## src/logic/board_pkg.sv

```systemverilog
// Board constants, I2S framing constants and the speaker mode type
package board_pkg;

    //----------------------------------------------------------------------
    // Board

    localparam int clk_mhz = 50;             // System clock
    localparam int w_key   = 4;
    localparam int w_led   = 4;

    //----------------------------------------------------------------------
    // I2S framing

    localparam int bclk_div          = 8;    // System clocks per bit clock
    localparam int w_phase           = $clog2(bclk_div);
    localparam int slots_per_channel = 32;
    localparam int w_slot            = $clog2(2 * slots_per_channel);
    localparam int w_frame_count     = 16;

    localparam logic [w_phase - 1:0] phase_rise = w_phase'(bclk_div / 2 - 1);
    localparam logic [w_phase - 1:0] phase_fall = w_phase'(bclk_div - 1);

    localparam logic [w_slot - 1:0] slot_one   = w_slot'(1);  // MSB slot of a channel
    localparam logic [w_slot - 1:0] slot_right = w_slot'(slots_per_channel);
    localparam logic [w_slot - 1:0] slot_last  = w_slot'(2 * slots_per_channel - 1);

    //----------------------------------------------------------------------
    // Audio

    localparam int w_mic   = 24;
    localparam int w_sound = 16;

    localparam logic [w_slot - 1:0] mic_last_slot   = w_slot'(w_mic);
    localparam logic [w_slot - 1:0] sound_last_slot = w_slot'(w_sound);

    localparam logic [w_sound - 1:0] tone_amplitude   = 16'h2000;
    localparam int                   tone_half_frames = 32;
    localparam int                   tone_bit         = $clog2(tone_half_frames);

    typedef enum logic [1:0] {
        mode_pass = 2'd0,
        mode_mute = 2'd1,
        mode_tone = 2'd2
    } audio_mode_t;

endpackage

```

## src/logic/i2s_timing_if.sv

```systemverilog
// Shared I2S bit clock, word select, strobes and frame position
interface i2s_timing_if;

    logic                                  bclk;
    logic                                  ws;           // Low for left channel
    logic                                  bclk_rise;    // Cycle before bclk rises
    logic                                  bclk_fall;    // Cycle before bclk falls
    logic [board_pkg::w_slot        - 1:0] slot;
    logic                                  frame_start;  // With the fall that begins slot 0
    logic [board_pkg::w_frame_count - 1:0] frame_count;

    modport source (
        output bclk, ws,
        output bclk_rise, bclk_fall,
        output slot, frame_start, frame_count
    );

    modport sink (
        input bclk, ws,
        input bclk_rise, bclk_fall,
        input slot, frame_start, frame_count
    );

endinterface

```

## src/logic/audio_mode_fsm.sv

```systemverilog
// Key-driven speaker mode FSM with sound selection and mode LEDs
module audio_mode_fsm (
    input  logic                                  clk,
    input  logic                                  arst_n,
    input  logic [board_pkg::w_key         - 1:0] key,
    input  logic [board_pkg::w_mic         - 1:0] sample,
    input  logic                                  sample_valid,
    input  logic [board_pkg::w_frame_count - 1:0] frame_count,
    output board_pkg::audio_mode_t                mode,
    output logic [board_pkg::w_led         - 1:0] led,
    output logic [board_pkg::w_sound       - 1:0] sound
);

    logic [board_pkg::w_key - 1:0] key_meta;
    logic [board_pkg::w_key - 1:0] key_sync;
    logic [board_pkg::w_key - 1:0] key_prev;
    logic [board_pkg::w_key - 1:0] key_rise;

    //----------------------------------------------------------------------
    // Key synchronizer and press detector

    always_ff @(posedge clk or negedge arst_n) begin
        if (!arst_n) begin
            key_meta <= '0;
            key_sync <= '0;
            key_prev <= '0;
        end else begin
            key_meta <= key;
            key_sync <= key_meta;
            key_prev <= key_sync;
        end
    end

    assign key_rise = key_sync & ~key_prev;

    //----------------------------------------------------------------------
    // Mode and sound

    always_ff @(posedge clk or negedge arst_n) begin
        if (!arst_n)
            mode <= board_pkg::mode_pass;
        else if (key_rise[0])              // Lowest key wins
            mode <= board_pkg::mode_mute;
        else if (key_rise[1])
            mode <= board_pkg::mode_tone;
        else if (key_rise[2])
            mode <= board_pkg::mode_pass;
    end

    always_ff @(posedge clk or negedge arst_n) begin
        if (!arst_n) begin
            sound <= '0;
        end else if (sample_valid) begin
            case (mode)
                board_pkg::mode_pass: sound <= sample[board_pkg::w_mic - 1 -: board_pkg::w_sound];
                board_pkg::mode_tone: sound <= frame_count[board_pkg::tone_bit]
                                                   ? -board_pkg::tone_amplitude
                                                   :  board_pkg::tone_amplitude;
                default:              sound <= '0;  // Mute
            endcase
        end
    end

    assign led = {sound[board_pkg::w_sound - 1],   // Negative half of the wave
                  mode == board_pkg::mode_tone,
                  mode == board_pkg::mode_mute,
                  mode == board_pkg::mode_pass};

endmodule

```

## src/logic/board_specific_top.sv

```systemverilog
// Board top for the I2S microphone to DAC loopback with mode keys and LEDs
module board_specific_top (
    input                             CLK,
    input                             arst_n,

    input  [board_pkg::w_key - 1:0]   key,      // Active low
    output [board_pkg::w_led - 1:0]   led,      // Active low

    output                            mic_sck,
    output                            mic_ws,
    output                            mic_lr,
    output                            mic_vdd,
    output                            mic_gnd,
    input                             mic_sd,

    output                            aud_mclk,
    output                            aud_bclk,
    output                            aud_lrclk,
    output                            aud_sdata
);

    //----------------------------------------------------------------------

    wire                            clk     = CLK;
    wire [board_pkg::w_key - 1:0]   top_key = ~ key;
    wire [board_pkg::w_led - 1:0]   top_led;

    wire [board_pkg::w_mic   - 1:0] mic;
    wire                            mic_valid;
    wire [board_pkg::w_sound - 1:0] sound;

    i2s_timing_if tim ();

    //----------------------------------------------------------------------

    i2s_clock_divider i_divider (
        .clk     ( clk      ),
        .arst_n  ( arst_n   ),
        .mclk    ( aud_mclk ),
        .tim     ( tim      )
    );

    i2s_mic_receiver i_microphone (
        .clk          ( clk       ),
        .arst_n       ( arst_n    ),
        .tim          ( tim       ),
        .sd           ( mic_sd    ),
        .sample       ( mic       ),
        .sample_valid ( mic_valid )
    );

    audio_mode_fsm i_mode (
        .clk          ( clk             ),
        .arst_n       ( arst_n          ),
        .key          ( top_key         ),
        .sample       ( mic             ),
        .sample_valid ( mic_valid       ),
        .frame_count  ( tim.frame_count ),
        .mode         (                 ),  // Shown on the LEDs
        .led          ( top_led         ),
        .sound        ( sound           )
    );

    i2s_audio_transmitter o_audio (
        .clk     ( clk       ),
        .arst_n  ( arst_n    ),
        .tim     ( tim       ),
        .sound   ( sound     ),
        .sdata   ( aud_sdata )
    );

    //----------------------------------------------------------------------

    assign led       = ~ top_led;

    assign mic_sck   = tim.bclk;
    assign mic_ws    = tim.ws;
    assign aud_bclk  = tim.bclk;
    assign aud_lrclk = tim.ws;

    assign mic_lr    = 1'b0;  // Left channel
    assign mic_gnd   = 1'b0;
    assign mic_vdd   = 1'b1;

endmodule

```

## src/logic/i2s_audio_transmitter.sv

```systemverilog
// I2S DAC transmitter sending one 16-bit sound on both channels
module i2s_audio_transmitter (
    input  logic                            clk,
    input  logic                            arst_n,
    i2s_timing_if.sink                      tim,
    input  logic [board_pkg::w_sound - 1:0] sound,
    output logic                            sdata
);

    logic [board_pkg::w_sound - 1:0] hold;   // Word for the current frame
    logic [board_pkg::w_sound - 1:0] shift;
    logic [board_pkg::w_slot  - 1:0] next_slot;
    logic [board_pkg::w_slot  - 1:0] pos;    // Slot within a channel

    assign next_slot = tim.slot + 1;
    assign pos       = {1'b0, next_slot[board_pkg::w_slot - 2:0]};

    always_ff @(posedge clk or negedge arst_n) begin
        if (!arst_n)
            hold <= '0;
        else if (tim.frame_start)
            hold <= sound;
    end

    // Each bit is set up on the fall before its slot
    always_ff @(posedge clk or negedge arst_n) begin
        if (!arst_n) begin
            shift <= '0;
            sdata <= 1'b0;
        end else if (tim.bclk_fall) begin
            if (pos == '0) begin
                // Slot 0 takes the new word, slot 32 repeats it
                shift <= tim.frame_start ? sound : hold;
                sdata <= 1'b0;
            end else if (pos <= board_pkg::sound_last_slot) begin
                sdata <= shift[board_pkg::w_sound - 1];  // MSB first
                shift <= {shift[board_pkg::w_sound - 2:0], 1'b0};
            end else begin
                sdata <= 1'b0;                            // Padding slots
            end
        end
    end

endmodule

```

## src/logic/i2s_clock_divider.sv

```systemverilog
// I2S timing generator for mclk, bclk, word select, strobes and frames
module i2s_clock_divider (
    input  logic         clk,
    input  logic         arst_n,
    output logic         mclk,
    i2s_timing_if.source tim
);

    logic [board_pkg::w_phase       - 1:0] phase;
    logic                                  bclk;
    logic [board_pkg::w_slot        - 1:0] slot;
    logic [board_pkg::w_frame_count - 1:0] frame_count;

    logic bclk_rise;
    logic bclk_fall;
    logic frame_start;

    //----------------------------------------------------------------------
    // Bit clock

    assign bclk_rise = (phase == board_pkg::phase_rise);
    assign bclk_fall = (phase == board_pkg::phase_fall);

    always_ff @(posedge clk or negedge arst_n) begin
        if (!arst_n) begin
            phase <= '0;
            bclk  <= 1'b0;
        end else begin
            phase <= phase + 1;
            if (bclk_rise)
                bclk <= 1'b1;
            else if (bclk_fall)
                bclk <= 1'b0;
        end
    end

    assign mclk = phase[0];  // clk / 2

    //----------------------------------------------------------------------
    // Slot and frame position

    assign frame_start = bclk_fall && (slot == board_pkg::slot_last);

    always_ff @(posedge clk or negedge arst_n) begin
        if (!arst_n) begin
            slot        <= '0;
            frame_count <= '0;
        end else if (bclk_fall) begin
            slot <= slot + 1;  // Wraps 63 -> 0
            if (frame_start)
                frame_count <= frame_count + 1;
        end
    end

    assign tim.bclk        = bclk;
    assign tim.ws          = (slot >= board_pkg::slot_right);  // Moves with the slot on the fall
    assign tim.bclk_rise   = bclk_rise;
    assign tim.bclk_fall   = bclk_fall;
    assign tim.slot        = slot;
    assign tim.frame_start = frame_start;
    assign tim.frame_count = frame_count;

endmodule

```

## src/logic/i2s_mic_receiver.sv

```systemverilog
// I2S microphone receiver for the 24-bit left-channel sample
module i2s_mic_receiver (
    input  logic                            clk,
    input  logic                            arst_n,
    i2s_timing_if.sink                      tim,
    input  logic                            sd,
    output logic [board_pkg::w_mic - 1:0]   sample,
    output logic                            sample_valid
);

    logic [1:0]                     sd_sync;
    logic [board_pkg::w_mic - 1:0]  shift;
    logic                           capture;
    logic                           last_bit;

    // Left data bits sit in slots 1 to 24
    assign capture  = tim.bclk_rise
                   && (tim.slot >= board_pkg::slot_one)
                   && (tim.slot <= board_pkg::mic_last_slot);
    assign last_bit = capture && (tim.slot == board_pkg::mic_last_slot);

    always_ff @(posedge clk or negedge arst_n) begin
        if (!arst_n)
            sd_sync <= '0;
        else
            sd_sync <= {sd_sync[0], sd};  // Two-flop synchronizer
    end

    always_ff @(posedge clk) begin
        if (capture)
            shift <= {shift[board_pkg::w_mic - 2:0], sd_sync[1]};
        if (last_bit)
            sample <= {shift[board_pkg::w_mic - 2:0], sd_sync[1]};
    end

    always_ff @(posedge clk or negedge arst_n) begin
        if (!arst_n)
            sample_valid <= 1'b0;
        else
            sample_valid <= last_bit;  // One pulse per frame
    end

endmodule

```

## config.mk

```make
export PLATFORM = sky130hd
export DESIGN_NAME = board_specific_top
export DESIGN_NICKNAME = d
export VERILOG_FILES = /design/src/logic/board_pkg.sv /design/src/logic/i2s_timing_if.sv /design/src/logic/audio_mode_fsm.sv /design/src/logic/board_specific_top.sv /design/src/logic/i2s_audio_transmitter.sv /design/src/logic/i2s_clock_divider.sv /design/src/logic/i2s_mic_receiver.sv
export SDC_FILE = /design/constraint.sdc
export NUM_CORES = 1
export LEC_CHECK = 0
export BUFFER_PORTS_ARGS = -buffer_cell sky130_fd_sc_hd__buf_2
export CAP_MARGIN = 5
export CORE_ASPECT_RATIO = 1.75
export CORE_UTILIZATION = 30
export DETAILED_ROUTE_END_ITERATION = 8
export GPL_ROUTABILITY_DRIVEN = 0
export GPL_TIMING_DRIVEN = 0
export PLACE_DENSITY = 0.44
export SYNTH_ARGS = -nofsm -noshare
export SYNTH_HDL_FRONTEND = slang
export SYNTH_SLANG_ARGS = --single-unit
export TNS_END_PERCENT = 100
```

## constraint.sdc

```tcl
create_clock -name CLK -period 5.2 [get_ports CLK]
set_input_delay 1.04 -clock CLK [delete_from_list [all_inputs] [get_ports CLK]]
set_output_delay 1.04 -clock CLK [all_outputs]
set_load 0.01 [all_outputs]
```

Word level (Yosys, flattened, before mapping)
Index checks and enable logic that the tools add are counted.
W data, S select, Z words.
{"block": "op_classes", "reduce_logical": 11, "order_cmp": 4, "n_eq_ne": 6, "n_mux": 12, "bitwise": 4, "add_sub_neg": 3}
{"operator": "$mux W16", "count": 4}
{"operator": "$pmux W16 S2", "count": 1}
{"operator": "$add A16 B1 Y16 const B", "count": 1}
{"operator": "$add A6 B1 Y6 const B", "count": 1}
{"operator": "$eq A6 B5 Y1 const B", "count": 1}
{"operator": "$eq A6 B6 Y1 const B", "count": 1}
{"operator": "$ge A6 B1 Y1 const B", "count": 1}
{"operator": "$ge A6 B6 Y1 const B", "count": 1}
{"operator": "$le A6 B5 Y1 const B", "count": 1}
{"operator": "$logic_not A6 Y1", "count": 1}
{"operator": "$mux W2", "count": 3}
{"operator": "$not A3 Y3", "count": 2}
{"operator": "$le A5 B5 Y1 const B", "count": 1}
{"operator": "$logic_and A1 B1 Y1", "count": 4}
{"operator": "$mux W1", "count": 4}
{"operator": "$not A4 Y4", "count": 1}
{"operator": "$reduce_and A2 Y1", "count": 2}
{"operator": "$reduce_bool A2 Y1", "count": 2}
{"operator": "$add A3 B1 Y3 const B", "count": 1}
{"operator": "$and A3 B3 Y3", "count": 1}
{"operator": "$eq A3 B2 Y1 const B", "count": 1}
{"operator": "$eq A3 B3 Y1 const B", "count": 1}
{"operator": "$reduce_bool A3 Y1", "count": 1}
{"operator": "$eq A2 B1 Y1 const B", "count": 1}
{"operator": "other kinds (2)", "count": 2}
{"block": "word_totals", "regBits": 136, "inputBits": 7}

Logic depth before layout (Yosys ltp)
Gate-level depths: netlist (run 1).
{"block": "depth", "ltp_word": 5, "mapped_depth": 9, "mapped_depth_nobuf": 7}

Hierarchy
From an unflattened synthesis (run 1), not the netlist that was laid out.
{"block": "hier_totals", "hier_cells": 367, "hier_area_um2": 5466.5}
{"module": "i2s_audio_transmitter", "n_inst": 1, "seq_area_each_um2": 825.8, "area_each_um2": 1547.7, "cells_each": 110}
{"module": "i2s_mic_receiver", "n_inst": 1, "seq_area_each_um2": 1486.4, "area_each_um2": 1529.0, "cells_each": 56}
{"module": "i2s_clock_divider", "n_inst": 1, "seq_area_each_um2": 650.6, "area_each_um2": 1178.6, "cells_each": 94}
{"module": "audio_mode_fsm", "n_inst": 1, "seq_area_each_um2": 675.6, "area_each_um2": 1136.1, "cells_each": 92}
{"module": "board_specific_top", "n_inst": 1, "seq_area_each_um2": 0.0, "area_each_um2": 75.1, "cells_each": 15}

Worst setup path before layout (run 1)
OpenSTA, ideal clock, no wires.
{"block": "synth_path", "path_kind": "flip-flop to flip-flop", "start": "reg i_divider.phase[0] (netlist name)", "end": "reg i_microphone.sample[10] (netlist name), enable pin", "setup_slack_ns": 2.694, "n_path_buf": 0, "t_required_ns": 4.785, "synth_period_minus_slack_ns": 2.506, "arrival_time_ns": 2.091, "path_stages_with_launch": 5, "setup_time_ns": 0.415, "cell_sequence": "dfrtp_1 > ha_1 > ha_1 > nand2b_1 > nor3b_1"}
{"block": "synth_via", "elab_chain_len": 4}
{"item": "from (decl)", "line": "i2s_clock_divider.sv:9", "source": "logic [board_pkg::w_phase - 1:0] phase;"}
{"item": "from (signal assigned)", "line": "i2s_clock_divider.sv:29", "source": "phase <= phase + 1;"}
{"item": "$eq A3 B2 Y1", "line": "i2s_clock_divider.sv:21", "source": "assign bclk_rise = (phase == board_pkg::phase_rise);"}
{"item": "named net i_divider.tim.bclk_rise", "line": "i2s_timing_if.sv:14", "source": "output bclk_rise, bclk_fall,"}
{"item": "$logic_and A1 B1 Y1", "line": "i2s_mic_receiver.sv:18", "source": "&& (tim.slot >= board_pkg::slot_one)"}
{"item": "$logic_and A1 B1 Y1", "line": "i2s_mic_receiver.sv:19", "source": "&& (tim.slot <= board_pkg::mic_last_slot);"}
{"item": "$logic_and A1 B1 Y1", "line": "i2s_mic_receiver.sv:20", "source": "assign last_bit = capture && (tim.slot == board_pkg::mic_last_slot);"}
{"item": "named net i_microphone.last_bit", "line": "i2s_mic_receiver.sv:14", "source": "logic last_bit;"}
{"item": "to (signal assigned)", "line": "i2s_mic_receiver.sv:33", "source": "sample <= {shift[board_pkg::w_mic - 2:0], sd_sync[1]};"}
{"item": "to (decl)", "line": "i2s_mic_receiver.sv:7", "source": "output logic [board_pkg::w_mic - 1:0] sample,"}
The timed path passes the listed nets, and every way through them passes these cells.
A chain may end at the register's enable or synchronous reset.

Worst setup path in the final report (run 1)
{"block": "layout_path", "start": "reg i_mode.mode[1]", "end": "out led[0] (netlist name)"}
{"block": "layout_via", "elab_chain_len": 2}
{"item": "from (decl)", "line": "audio_mode_fsm.sv:9", "source": "output board_pkg::audio_mode_t mode,"}
{"item": "from (signal assigned)", "line": "audio_mode_fsm.sv:41", "source": "mode <= board_pkg::mode_pass;"}
{"item": "from (signal assigned)", "line": "audio_mode_fsm.sv:43", "source": "mode <= board_pkg::mode_mute;"}
{"item": "from (signal assigned)", "line": "audio_mode_fsm.sv:45", "source": "mode <= board_pkg::mode_tone;"}
{"item": "$logic_not A2 Y1", "line": "audio_mode_fsm.sv:67", "source": "mode == board_pkg::mode_pass};"}
{"item": "$not A4 Y4", "line": "board_specific_top.sv:74", "source": "assign led = ~ top_led;"}
{"item": "to (decl)", "line": "board_specific_top.sv:7", "source": "output [board_pkg::w_led - 1:0] led,"}
No other way between the ends.

==> flow_summary.ini, run 1 <==
[power]
powerDensity_mw_per_mm2 = 402
vdd_ir_drop_max_uv = 219
report.power.total_w = 0.00220
p_leak_nw = 2.36

[drt]
routed_via_density = 4.38
total_wire_length_after_detailed_routing_mm = 7.50
drt-pass1-iter-count = 4
wl_per_cell_um = 13.8
route.vias.total = 2376
ant_nets = 0
dr.first_iter.drc_count = 139
drc = 0

[yosys]
yosysMostFrequentCell = dfrtp_1
post-synth-top-area-fraction = 0.441
mappedNetlistArea_mm2 = 0.00449
synth.area.top_cells = dfrtp_1 (44%), edfxtp_1 (26%), mux2_2 (4.3%), a221o_1 (3.3%), nor2b_1 (2.4%)
synth_area_leader_cell = dfrtp_1
synth_cells = 311
share_of_the_yosys_chip_area_belonging_to_registers = 0.702
yosys_warnings = 0
async_reset_ff_frac = 0.669
most_instantiated_flip_flop_cell_in_the_synthesis_netlist = dfrtp_1
netlist_top_cells_count = dfrtp_1 (79), edfxtp_1 (39), inv_1 (27)
ys_ff_latch = 118
number_of_enable_flip_flop_cells_after_synthesis = 39
netlist-cell-type-count = 35
syn-mean-instance-area_um2 = 14.4

[placed_design]
dpl-instance-area_mm2 = 0.00485
dp_cells = 510
place.detailed.hpwl_mm = 5.02
portBuffers = 15

[floorplanning]
floorplan.initialDensity = 0.309
die-area_mm2 = 0.0155
die_w_um = 94.4
io_pins = 20
floorplan.core_area_mm2 = 0.0145
rows = 58
die-height_um = 164

[cts]
cts-root-buf = clkbuf_16
cts_repair_resize_count = 0
cts_max_path_buffers = 2
cts.reportedPaths.clkPinSlew_ps = 60
clock_sinks = 118
cts_setup_buffers = 0
cts_tree = built
cts_max_level = 4
worstSkewPairLatency_ps = 410
cts.hold.buffers_added = 0
cts-buffers-inserted = 17

[setup_path]
cp.required_ps = 4160
endpoint_kind = output port
cp.arrival_ps = 1880
setup.worst_path.class = flop to output port
cp_max_fo = 10
startpoint_type = flop

[sta]
final-setup-viol-count = 0
period_share = 0.561
rsz0062_at_grt = no
worst_slew_slack_as_a_fraction_of_its_limit = 0.601
fmaxAchievable_ghz = 0.343
clock_skew_ps = 11.7
worst_slew_pin_slew_ps = 594
timing.setup.tns_ps = 0
report.final.hold_viol_count = 0
report.final.slew_viol_count = 0
clock_period_minus_worst_slack_ps = 2920

[layout]
area_used_by_multi_input_combinational_logic_mm2 = 0.00113
finalInstanceArea_mm2 = 0.00547
layout.cells.non_filler = 542
n_fill_cell = 1418
antenna_cells_inserted = 0
syn2layout_area_growth_pct = 22.0
seq_area_mm2 = 0.00315
fin_nets = 364
drive_above_1_share = 0.235

[worst_hold_path]
timing.hold.worst.class = flop to flop

[global_route]
grt-ovfl-total = 0
grt_first_pass_wirelength_mm = 12.8
grt_pass1_vias = 2548
grt_util_all_layers = 0.112
grt_antenna_before_repair = 0
grt_max_degree = 71

[run_status]
status = finished clean

[flow_run]
max_cap_viols = 0
==> flip-flops by register name (all words and copies together), names as in the netlist <==
| name | cells |
|---|---|
| i_divider.tim.frame_count | 6 |
| i_mode.mode | 2 |
| i_divider.tim.slot | 6 |
| i_microphone.sd_sync | 2 |
| i_divider.phase | 3 |
| i_mode.key_sync | 3 |
| i_mode.key_prev | 3 |
| i_microphone.sample | 16 |
| i_microphone.shift | 23 |
| o_audio.hold | 16 |
| o_audio.sdata | 1 |
| i_divider.tim.bclk | 1 |
| i_mode.sound | 16 |
| i_microphone.sample_valid | 1 |
| i_mode.key_meta | 3 |
| o_audio.shift | 16 |
==> placed cells by master, fill, tap and decap left out, types with 2 or more instances in the layout <==
cell type   n
a221o_1    15
inv_6       2
clkinv_4    5
xnor2_1     6
conb_1      3
a21oi_1     3
o22ai_1     3
o21ai_0    15
buf_2      17
edfxtp_1   39
nand3_1    18
clkbuf_1    9
mux2_2     17
a21o_1      2
inv_1      27
mux2i_1     3
clkbuf_16  19
dfrtp_1    79
nand4_1     4
xor2_1      4
buf_6       4
clkinv_2    2
nor2b_1    17
nor2_1      6
buf_4       6
nand2_1     6
ha_1        8
bufinv_16   2
a22o_1      2
nand2b_1    5
==> worst paths after layout <==
kind / to / slack [ps] / startpoint / depth (start not counted)
max in group asynchronous: i_divider.tim.slot[1]$_DFFE_PN0P_ / 4140 / arst_n / 2
setup reg to reg: o_audio.shift[8]$_DFFE_PN0P_ / 2720 / i_divider.tim.slot[0]$_DFFE_PN0P_ / 6
setup / recovery: led[0] / 2280 / i_mode.mode[1]$_DFFE_PN0P_ / 5
hold reg to reg: i_mode.key_sync[1]$_DFF_PN0_ / 350 / i_mode.key_meta[1]$_DFF_PN0_ / 0
min in group asynchronous: i_mode.sound[9]$_DFFE_PN0P_ / 470 / arst_n / 1
hold / removal: i_mode.key_sync[1]$_DFF_PN0_ / 350 / i_mode.key_meta[1]$_DFF_PN0_ / 0
==> report_power, final <==
group | switching, W | internal, W
clock network | 0.000431 | 0.000768
registers | 0.00000304 | 0.000962
logic | 0.0000247 | 0.0000122
total | 0.000459 | 0.00174
==> metal layers <==
metal	routed length, um	global-route usage	part of all wire	up-vias
met5	0	0	0	-
met4	128	0.0629	0.017	0
met3	176	0.0292	0.023	11
met2	4050	0.186	0.54	38
met1	3140	0.129	0.42	1169
li1	-	-	-	1158
==> critical path, cell delays in order, from the launching register on <==
cell	delay (ps)
dfrtp_1	360
clkbuf_1	210
nor2_1	310
clkbuf_1	370
inv_1	70
buf_2	150
==> layout make-up <==
| class | count | area share |
|---|---|---|
| Timing Repair Buffer | 18 | 0.0240 |
| Tap cell | 180 | 0.0412 |
| Clock inverter | 12 | 0.0254 |
| Clock buffer | 20 | 0.0876 |
| Multi-Input combinational cell | 148 | 0.207 |
| Buffer | 19 | 0.0213 |
| Sequential cell | 118 | 0.575 |
| Inverter | 27 | 0.0185 |
==> cell families (layout without fill, tap and decap cells) <==
| kind of cell | Yosys count | in the layout | share of synthesized area |
|---|---|---|---|
| compound gates | 44 | 44 | 0.0758 |
| other cells | 2 | 3 | 0.00167 |
| buf+inv | 46 | 96 | 0.0485 |
| mux | 20 | 20 | 0.0494 |
| simple gates | 62 | 62 | 0.0775 |
| fa+ha+maj | 8 | 8 | 0.0223 |
| xor+xnor | 11 | 11 | 0.0231 |
| flops | 118 | 118 | 0.702 |
==> per-stage QoR <==
stage / setup slack [ps] / util / hold slack [ps]
2_1_floorplan: 2690 / - / 331
3_3_place_gp: 2130 / 0.330 / 332
3_5_place_dp: 2660 / 0.334 / 337
4_1_cts: 2210 / 0.377 / 348
5_1_grt: 2110 / 0.377 / 343
6_report: 2280 / 0.377 / 346
(Power assumes the default switching activity.)
==> run 2: changes to the inputs <==
--- a/config.mk
+++ b/config.mk
@@ -5,6 +5,7 @@
 export SDC_FILE = /design/constraint.sdc
 export NUM_CORES = 1
 export LEC_CHECK = 0
+export ABC_AREA = 1
 export BUFFER_PORTS_ARGS = -buffer_cell sky130_fd_sc_hd__buf_2
 export CAP_MARGIN = 5
 export CORE_ASPECT_RATIO = 1.75
@@ -12,7 +13,7 @@
 export DETAILED_ROUTE_END_ITERATION = 8
 export GPL_ROUTABILITY_DRIVEN = 0
 export GPL_TIMING_DRIVEN = 0
-export PLACE_DENSITY = 0.44
+export PLACE_DENSITY = 0.45
 export SYNTH_ARGS = -nofsm -noshare
 export SYNTH_HDL_FRONTEND = slang
 export SYNTH_SLANG_ARGS = --single-unit
==> constraint.sdc (replaced) <==
create_clock -name CLK -period 2.45 [get_ports CLK]
set_input_delay 0.49 -clock CLK [delete_from_list [all_inputs] [get_ports CLK]]
set_output_delay 0.49 -clock CLK [all_outputs]
set_load 0.01 [all_outputs]
==> run 2 against run 1 <==
Compared with the run above: cell area rose by 8.6%; clock skew barely moved; wire length rose by 15%; critical path depth fell by 1; area after synthesis rose by 10%; highest routed layer unchanged; register-to-register slack got worse by 2200 ps; first-iteration DRC count fell by 29%; global-route usage rose by 0.50 points; sequential power rose by 110%; count of clock-buffer cells in the layout fell by 1; power rose by 110%; largest cell class unchanged; combinational power rose by 110%.
==> flow_summary.ini, run 2 <==
[run_status]
status = finished clean

[sta]
final-setup-viol-count = 0
rsz0062_at_grt = no
hold-worst-slack_ps = 189
fmaxAchievable_ghz = 0.468
final.setup.worst_slack_ps = 313
clock_skew_ps = 11.4
report.final.hold_viol_count = 0
period_share = 0.872
report.final.slew_viol_count = 0
clock_period_minus_worst_slack_ps = 2140
timing.setup.tns_ps = 0

[drt]
route.vias.total = 3045
drc = 0
drt-pass1-iter-count = 4
ant_nets = 0
dr.first_iter.drc_count = 99
total_wire_length_after_detailed_routing_mm = 8.61
wl_per_cell_um = 12.1
routed_via_density = 4.27

[floorplanning]
floorplan.core_area_mm2 = 0.0160
rows = 61
die-height_um = 172
io_pins = 20
die_w_um = 99.1
die-area_mm2 = 0.0170
floorplan.initialDensity = 0.309

[flow_run]
max_cap_viols = 0

[global_route]
global_route.usage.met3 = 0.0303
grt_max_degree = 68
global_route.peak_usage_layer = met2
grt_pass1_vias = 3099
grt_util_all_layers = 0.117
grt-ovfl-total = 0
grt.met1_usage = 0.130
grt_first_pass_wirelength_mm = 15.2
grt_use_met2 = 0.209
grt_antenna_before_repair = 0

[cts]
cts-root-buf = clkbuf_16
cts_max_level = 4
cts_max_path_buffers = 2
clock_sinks = 118
cts-buffers-inserted = 17
cts_setup_buffers = 0
cts_tree = built
worstSkewPairLatency_ps = 410
cts.reportedPaths.clkPinSlew_ps = 60

[setup_path]
cp_max_fo = 10
cp.required_ps = 1960
endpoint_kind = output port
setup.worst_path.class = flop to output port
startpoint_type = flop
cp.arrival_ps = 1650

[power]
powerDensity_mw_per_mm2 = 768
sequentialPowerShare = 0.448
p_leak_nw = 2.93
p_switching_w = 0.00101
internal-power_w = 0.00355
sw_frac_of_total = 0.222
share_comb_of_total_power = 0.017
share_clk_of_total_power = 0.534
vdd_ir_drop_max_uv = 461

[layout]
max_flop_register = i_microphone.shift
mostFrequentLayoutCells = nand2_1 (97), inv_1 (82), dfrtp_1 (79)
fin_nets = 526
layout.cells.most_common = nand2_1
antenna_cells_inserted = 0
largest_register_ffs = 23
drive_above_1_share = 0.191
syn2layout_area_growth_pct = 20.0

[yosys]
share_of_the_yosys_chip_area_belonging_to_registers = 0.636
ys_ff_latch = 118
netlist-cell-type-count = 37
number_of_enable_flip_flop_cells_after_synthesis = 39
yosysMostFrequentCell = nand2_1
netlist_top_cells_count = nand2_1 (97), inv_1 (82), dfrtp_1 (79)
yosys_warnings = 0
mappedNetlistArea_mm2 = 0.00495
synth_cells = 472
post-synth-top-area-fraction = 0.399
async_reset_ff_frac = 0.669
synth.area.top_cells = dfrtp_1 (40%), edfxtp_1 (24%), nand2_1 (7.4%), nand3_1 (6.4%), inv_1 (6.2%)
most_instantiated_flip_flop_cell_in_the_synthesis_netlist = dfrtp_1
synth_area_leader_cell = dfrtp_1
syn-mean-instance-area_um2 = 10.5

[placed_design]
place.detailed.hpwl_mm = 6.12
dp_slack_ps = 37.8
portBuffers = 15

[worst_hold_path]
timing.hold.worst.class = primary input to flop
## run 2: power by group through the flow
stage	clock network, W	logic (W)	registers, W
after floorplan	0	0.0000294	0.00208
after global placement	0	0.0000730	0.00208
after detailed placement	0	0.0000811	0.00209
after CTS	0.00251	0.0000828	0.00205
after global routing	0.00259	0.0000926	0.00205
final	0.00244	0.0000786	0.00205
## run 2: layout make-up
| class | count | area, um2 |
|---|---|---|
| clock buffer | 19 | 454 |
| inverter | 88 | 337 |
| tap | 189 | 236 |
| sequential | 118 | 3150 |
| fill | 1626 | 10100 |
| clock inverter | 13 | 131 |
| buffer | 21 | 164 |
| multi-input combinational | 246 | 1320 |
| timing repair buffer | 19 | 150 |
## run 2: metrics by stage
step / std cells / power (W) / area [um2] / utilization
4_1_cts: 712 / 0.00464 / 5930 / 0.370
5_1_grt: 713 / 0.00473 / 5940 / 0.371
6_report: 713 / 0.00457 / 5940 / 0.371
3_5_place_dp: 679 / 0.00217 / 5340 / 0.333
2_1_floorplan: 473 / 0.00211 / 4960 / -
3_3_place_gp: 677 / 0.00216 / 5270 / 0.329
## run 2: routing by layer
layer	vias to the layer above	wire length, um
met3	10	153
met2	22	4770
li1	1561	-
met4	0	158
met5	-	0
met1	1452	3530
## run 2: worst max-delay path, stage by stage, from the launching register on
cell and delay [ps]:
dfrtp_1 440, nor2_2 300, clkbuf_2 290, inv_1 60, buf_2 140
## run 2: what timing repair did
action / CTS / global route
cloned: 0 / 0
resized for setup: 1 / 2
hold buffers: 1 / 0
endpoints found under the setup margin: 1 / 1
endpoints found under the hold margin: 12 / 0
## run 2: final timing paths
path / startpoint / end / slack, ps / depth (start not counted)
setup / recovery: i_mode.mode[1]$_DFFE_PN0P_ / led[0] / 310 / 4
hold / removal: mic_sd / i_microphone.sd_sync[0]$_DFF_PN0_ / 190 / 1
setup reg to reg: i_divider.phase[0]$_DFF_PN0_ / o_audio.shift[1]$_DFFE_PN0P_ / 500 / 12
hold reg to reg: i_mode.key_meta[2]$_DFF_PN0_ / i_mode.key_sync[2]$_DFF_PN0_ / 350 / 0
max in group asynchronous: arst_n / o_audio.shift[5]$_DFFE_PN0P_ / 1350 / 3
min in group asynchronous: arst_n / i_divider.phase[0]$_DFF_PN0_ / 480 / 2
## run 2: kinds of logic after synthesis
kind of cell    after synthesis  share of synthesized area
simple gates                203                      0.201
flops                       118                      0.636
buf+inv                     109                      0.101
fa+ha+maj                     8                     0.0202
compound gates               25                     0.0288
xor+xnor                      7                     0.0124
other cells                   2                    0.00152
==> run 3: changes to the inputs <==
--- a/config.mk
+++ b/config.mk
@@ -9,11 +9,11 @@
 export BUFFER_PORTS_ARGS = -buffer_cell sky130_fd_sc_hd__buf_2
 export CAP_MARGIN = 5
 export CORE_ASPECT_RATIO = 1.75
-export CORE_UTILIZATION = 30
+export CORE_UTILIZATION = 45
 export DETAILED_ROUTE_END_ITERATION = 8
 export GPL_ROUTABILITY_DRIVEN = 0
 export GPL_TIMING_DRIVEN = 0
-export PLACE_DENSITY = 0.45
+export PLACE_DENSITY = 0.63
 export SYNTH_ARGS = -nofsm -noshare
 export SYNTH_HDL_FRONTEND = slang
 export SYNTH_SLANG_ARGS = --single-unit
==> run 3 against run 2 <==
Compared with the run above: clock skew decreased by 4.0 ps; register-to-register slack got worse by 190 ps; core utilization increased by 18 points; critical path type unchanged; count of clock-buffer cells in the layout decreased by 2; sequential share of layout area increased by 0.54 points; non-clock buffer count decreased by 1; wire length decreased by 3.4%; worst hold slack about the same; cell count decreased by 8.4%.
==> flow_summary.ini, run 3 (same netlist as run 2, synthesis figures left out) <==
[cts]
cts_tree = built
cts-root-buf = clkbuf_16
clock_sinks = 118
worstSkewPairLatency_ps = 410
cts-buffers-inserted = 17
cts_max_level = 4
cts_max_path_buffers = 2
cts_setup_buffers = 0
cts.reportedPaths.clkPinSlew_ps = 50

[layout]
fin_nets = 525
layout.cells.most_common = nand2_1
antenna_cells_inserted = 0
finalInstanceArea_mm2 = 0.00588
max_flop_register = i_microphone.shift
final_util = 0.550
drive_above_1_share = 0.189
mostFrequentLayoutCells = nand2_1 (97), inv_1 (82), dfrtp_1 (79)
largest_register_ffs = 23
syn2layout_area_growth_pct = 18.8

[power]
p_leak_nw = 2.93
report.power.total_w = 0.00472
vdd_ir_drop_max_uv = 725
powerDensity_mw_per_mm2 = 803

[placed_design]
portBuffers = 15
place.detailed.hpwl_mm = 5.72
dpl-instance-area_mm2 = 0.00524

[floorplanning]
rows = 50
floorplan.core_area_mm2 = 0.0107
die-height_um = 141
die-area_mm2 = 0.0114
die_w_um = 81.3
floorplan.initialDensity = 0.463
io_pins = 20

[setup_path]
startpoint_type = flop
crit_family = buffers and inverters
worstPathCellList = nor2_2, clkbuf_1, inv_1, buf_2
reg2reg_slack_ps = 310
cp.required_ps = 1960
cp.arrival_ps = 1760
cp_max_fo = 10
critical-path-slowest-cell = dfrtp_1
setup.worst_path.class = flop to output port
critPathBufInv = 3
endpoint_kind = output port
max_stage_delay_ps = 430

[global_route]
grt.met1_usage = 0.199
grt_first_pass_wirelength_mm = 14.5
grt-ovfl-total = 0
global_route.peak_usage_layer = met2
global_route.usage.met3 = 0.0576
grt_antenna_before_repair = 0
grt_max_degree = 65
grt_use_met2 = 0.280
grt_util_all_layers = 0.172
grt_pass1_vias = 3077

[drt]
route.vias.total = 3091
wl_per_cell_um = 12.7
dr.first_iter.drc_count = 143
total_wire_length_after_detailed_routing_mm = 8.32
drc = 0
drt-pass1-iter-count = 4
ant_nets = 0
routed_via_density = 4.73

[sta]
hold-worst-slack_ps = 189
report.final.slew_viol_count = 0
report.final.hold_viol_count = 0
clock_skew_ps = 7.38
worst_slew_slack_as_a_fraction_of_its_limit = 0.337
period_share = 0.920
rsz0062_at_grt = no
fmaxAchievable_ghz = 0.444
final-setup-viol-count = 0
worst_slew_pin_slew_ps = 991
clock_period_minus_worst_slack_ps = 2250

[run_status]
status = finished clean

[worst_hold_path]
timing.hold.worst.class = primary input to flop

[flow_run]
max_cap_viols = 0
-- run 3: where the power goes --
group          internal (W)  switching [W]  total [W]
clock               0.00171       0.000892    0.00260
sequential          0.00204     0.00000758    0.00205
combinational     0.0000243      0.0000520  0.0000764
-- run 3: layout make-up --
type	instances	area, um2
buffer	21	163
clock buffer	17	425
clock inverter	15	203
fill	900	4810
inverter	88	337
multi-input combinational	246	1320
sequential	118	3150
tap	130	163
timing repair buffer	18	123
-- run 3: what timing repair did --
item,CTS,global route
resized for setup,0,1
endpoints found under the hold margin,15,0
hold buffers,1,0
setup endpoints to repair,0,1
-- run 3: final timing paths --
| kind | from | end | depth (start not counted) |
|---|---|---|---|
| min reg2reg | i_mode.key_meta[2]$_DFF_PN0_ | i_mode.key_sync[2]$_DFF_PN0_ | 0 |
| min | mic_sd | i_microphone.sd_sync[0]$_DFF_PN0_ | 1 |
| min in group asynchronous | arst_n | i_divider.phase[1]$_DFF_PN0_ | 2 |
| max in group asynchronous | arst_n | i_mode.key_meta[2]$_DFF_PN0_ | 3 |
| max reg2reg | i_divider.tim.slot[0]$_DFFE_PN0P_ | i_microphone.shift[18]$_DFFE_PP_ | 5 |
| max | i_mode.mode[1]$_DFFE_PN0P_ | led[0] | 4 |
-- run 3: routing by layer --
metal | vias to the layer above | routed length, um
met5 | - | 0
met4 | 0 | 169
met3 | 17 | 262
met2 | 47 | 4510
met1 | 1469 | 3380
li1 | 1558 | -
-- run 3: stage by stage --
step                      instances  setup slack [ps]  TNS [ps]
final                           653               195         0
after global routing            653               104         0
after CTS                       652              26.3         0
after detailed placement        619               119         0
after global placement          618             -80.8     -1830
after floorplan                 473               272         0
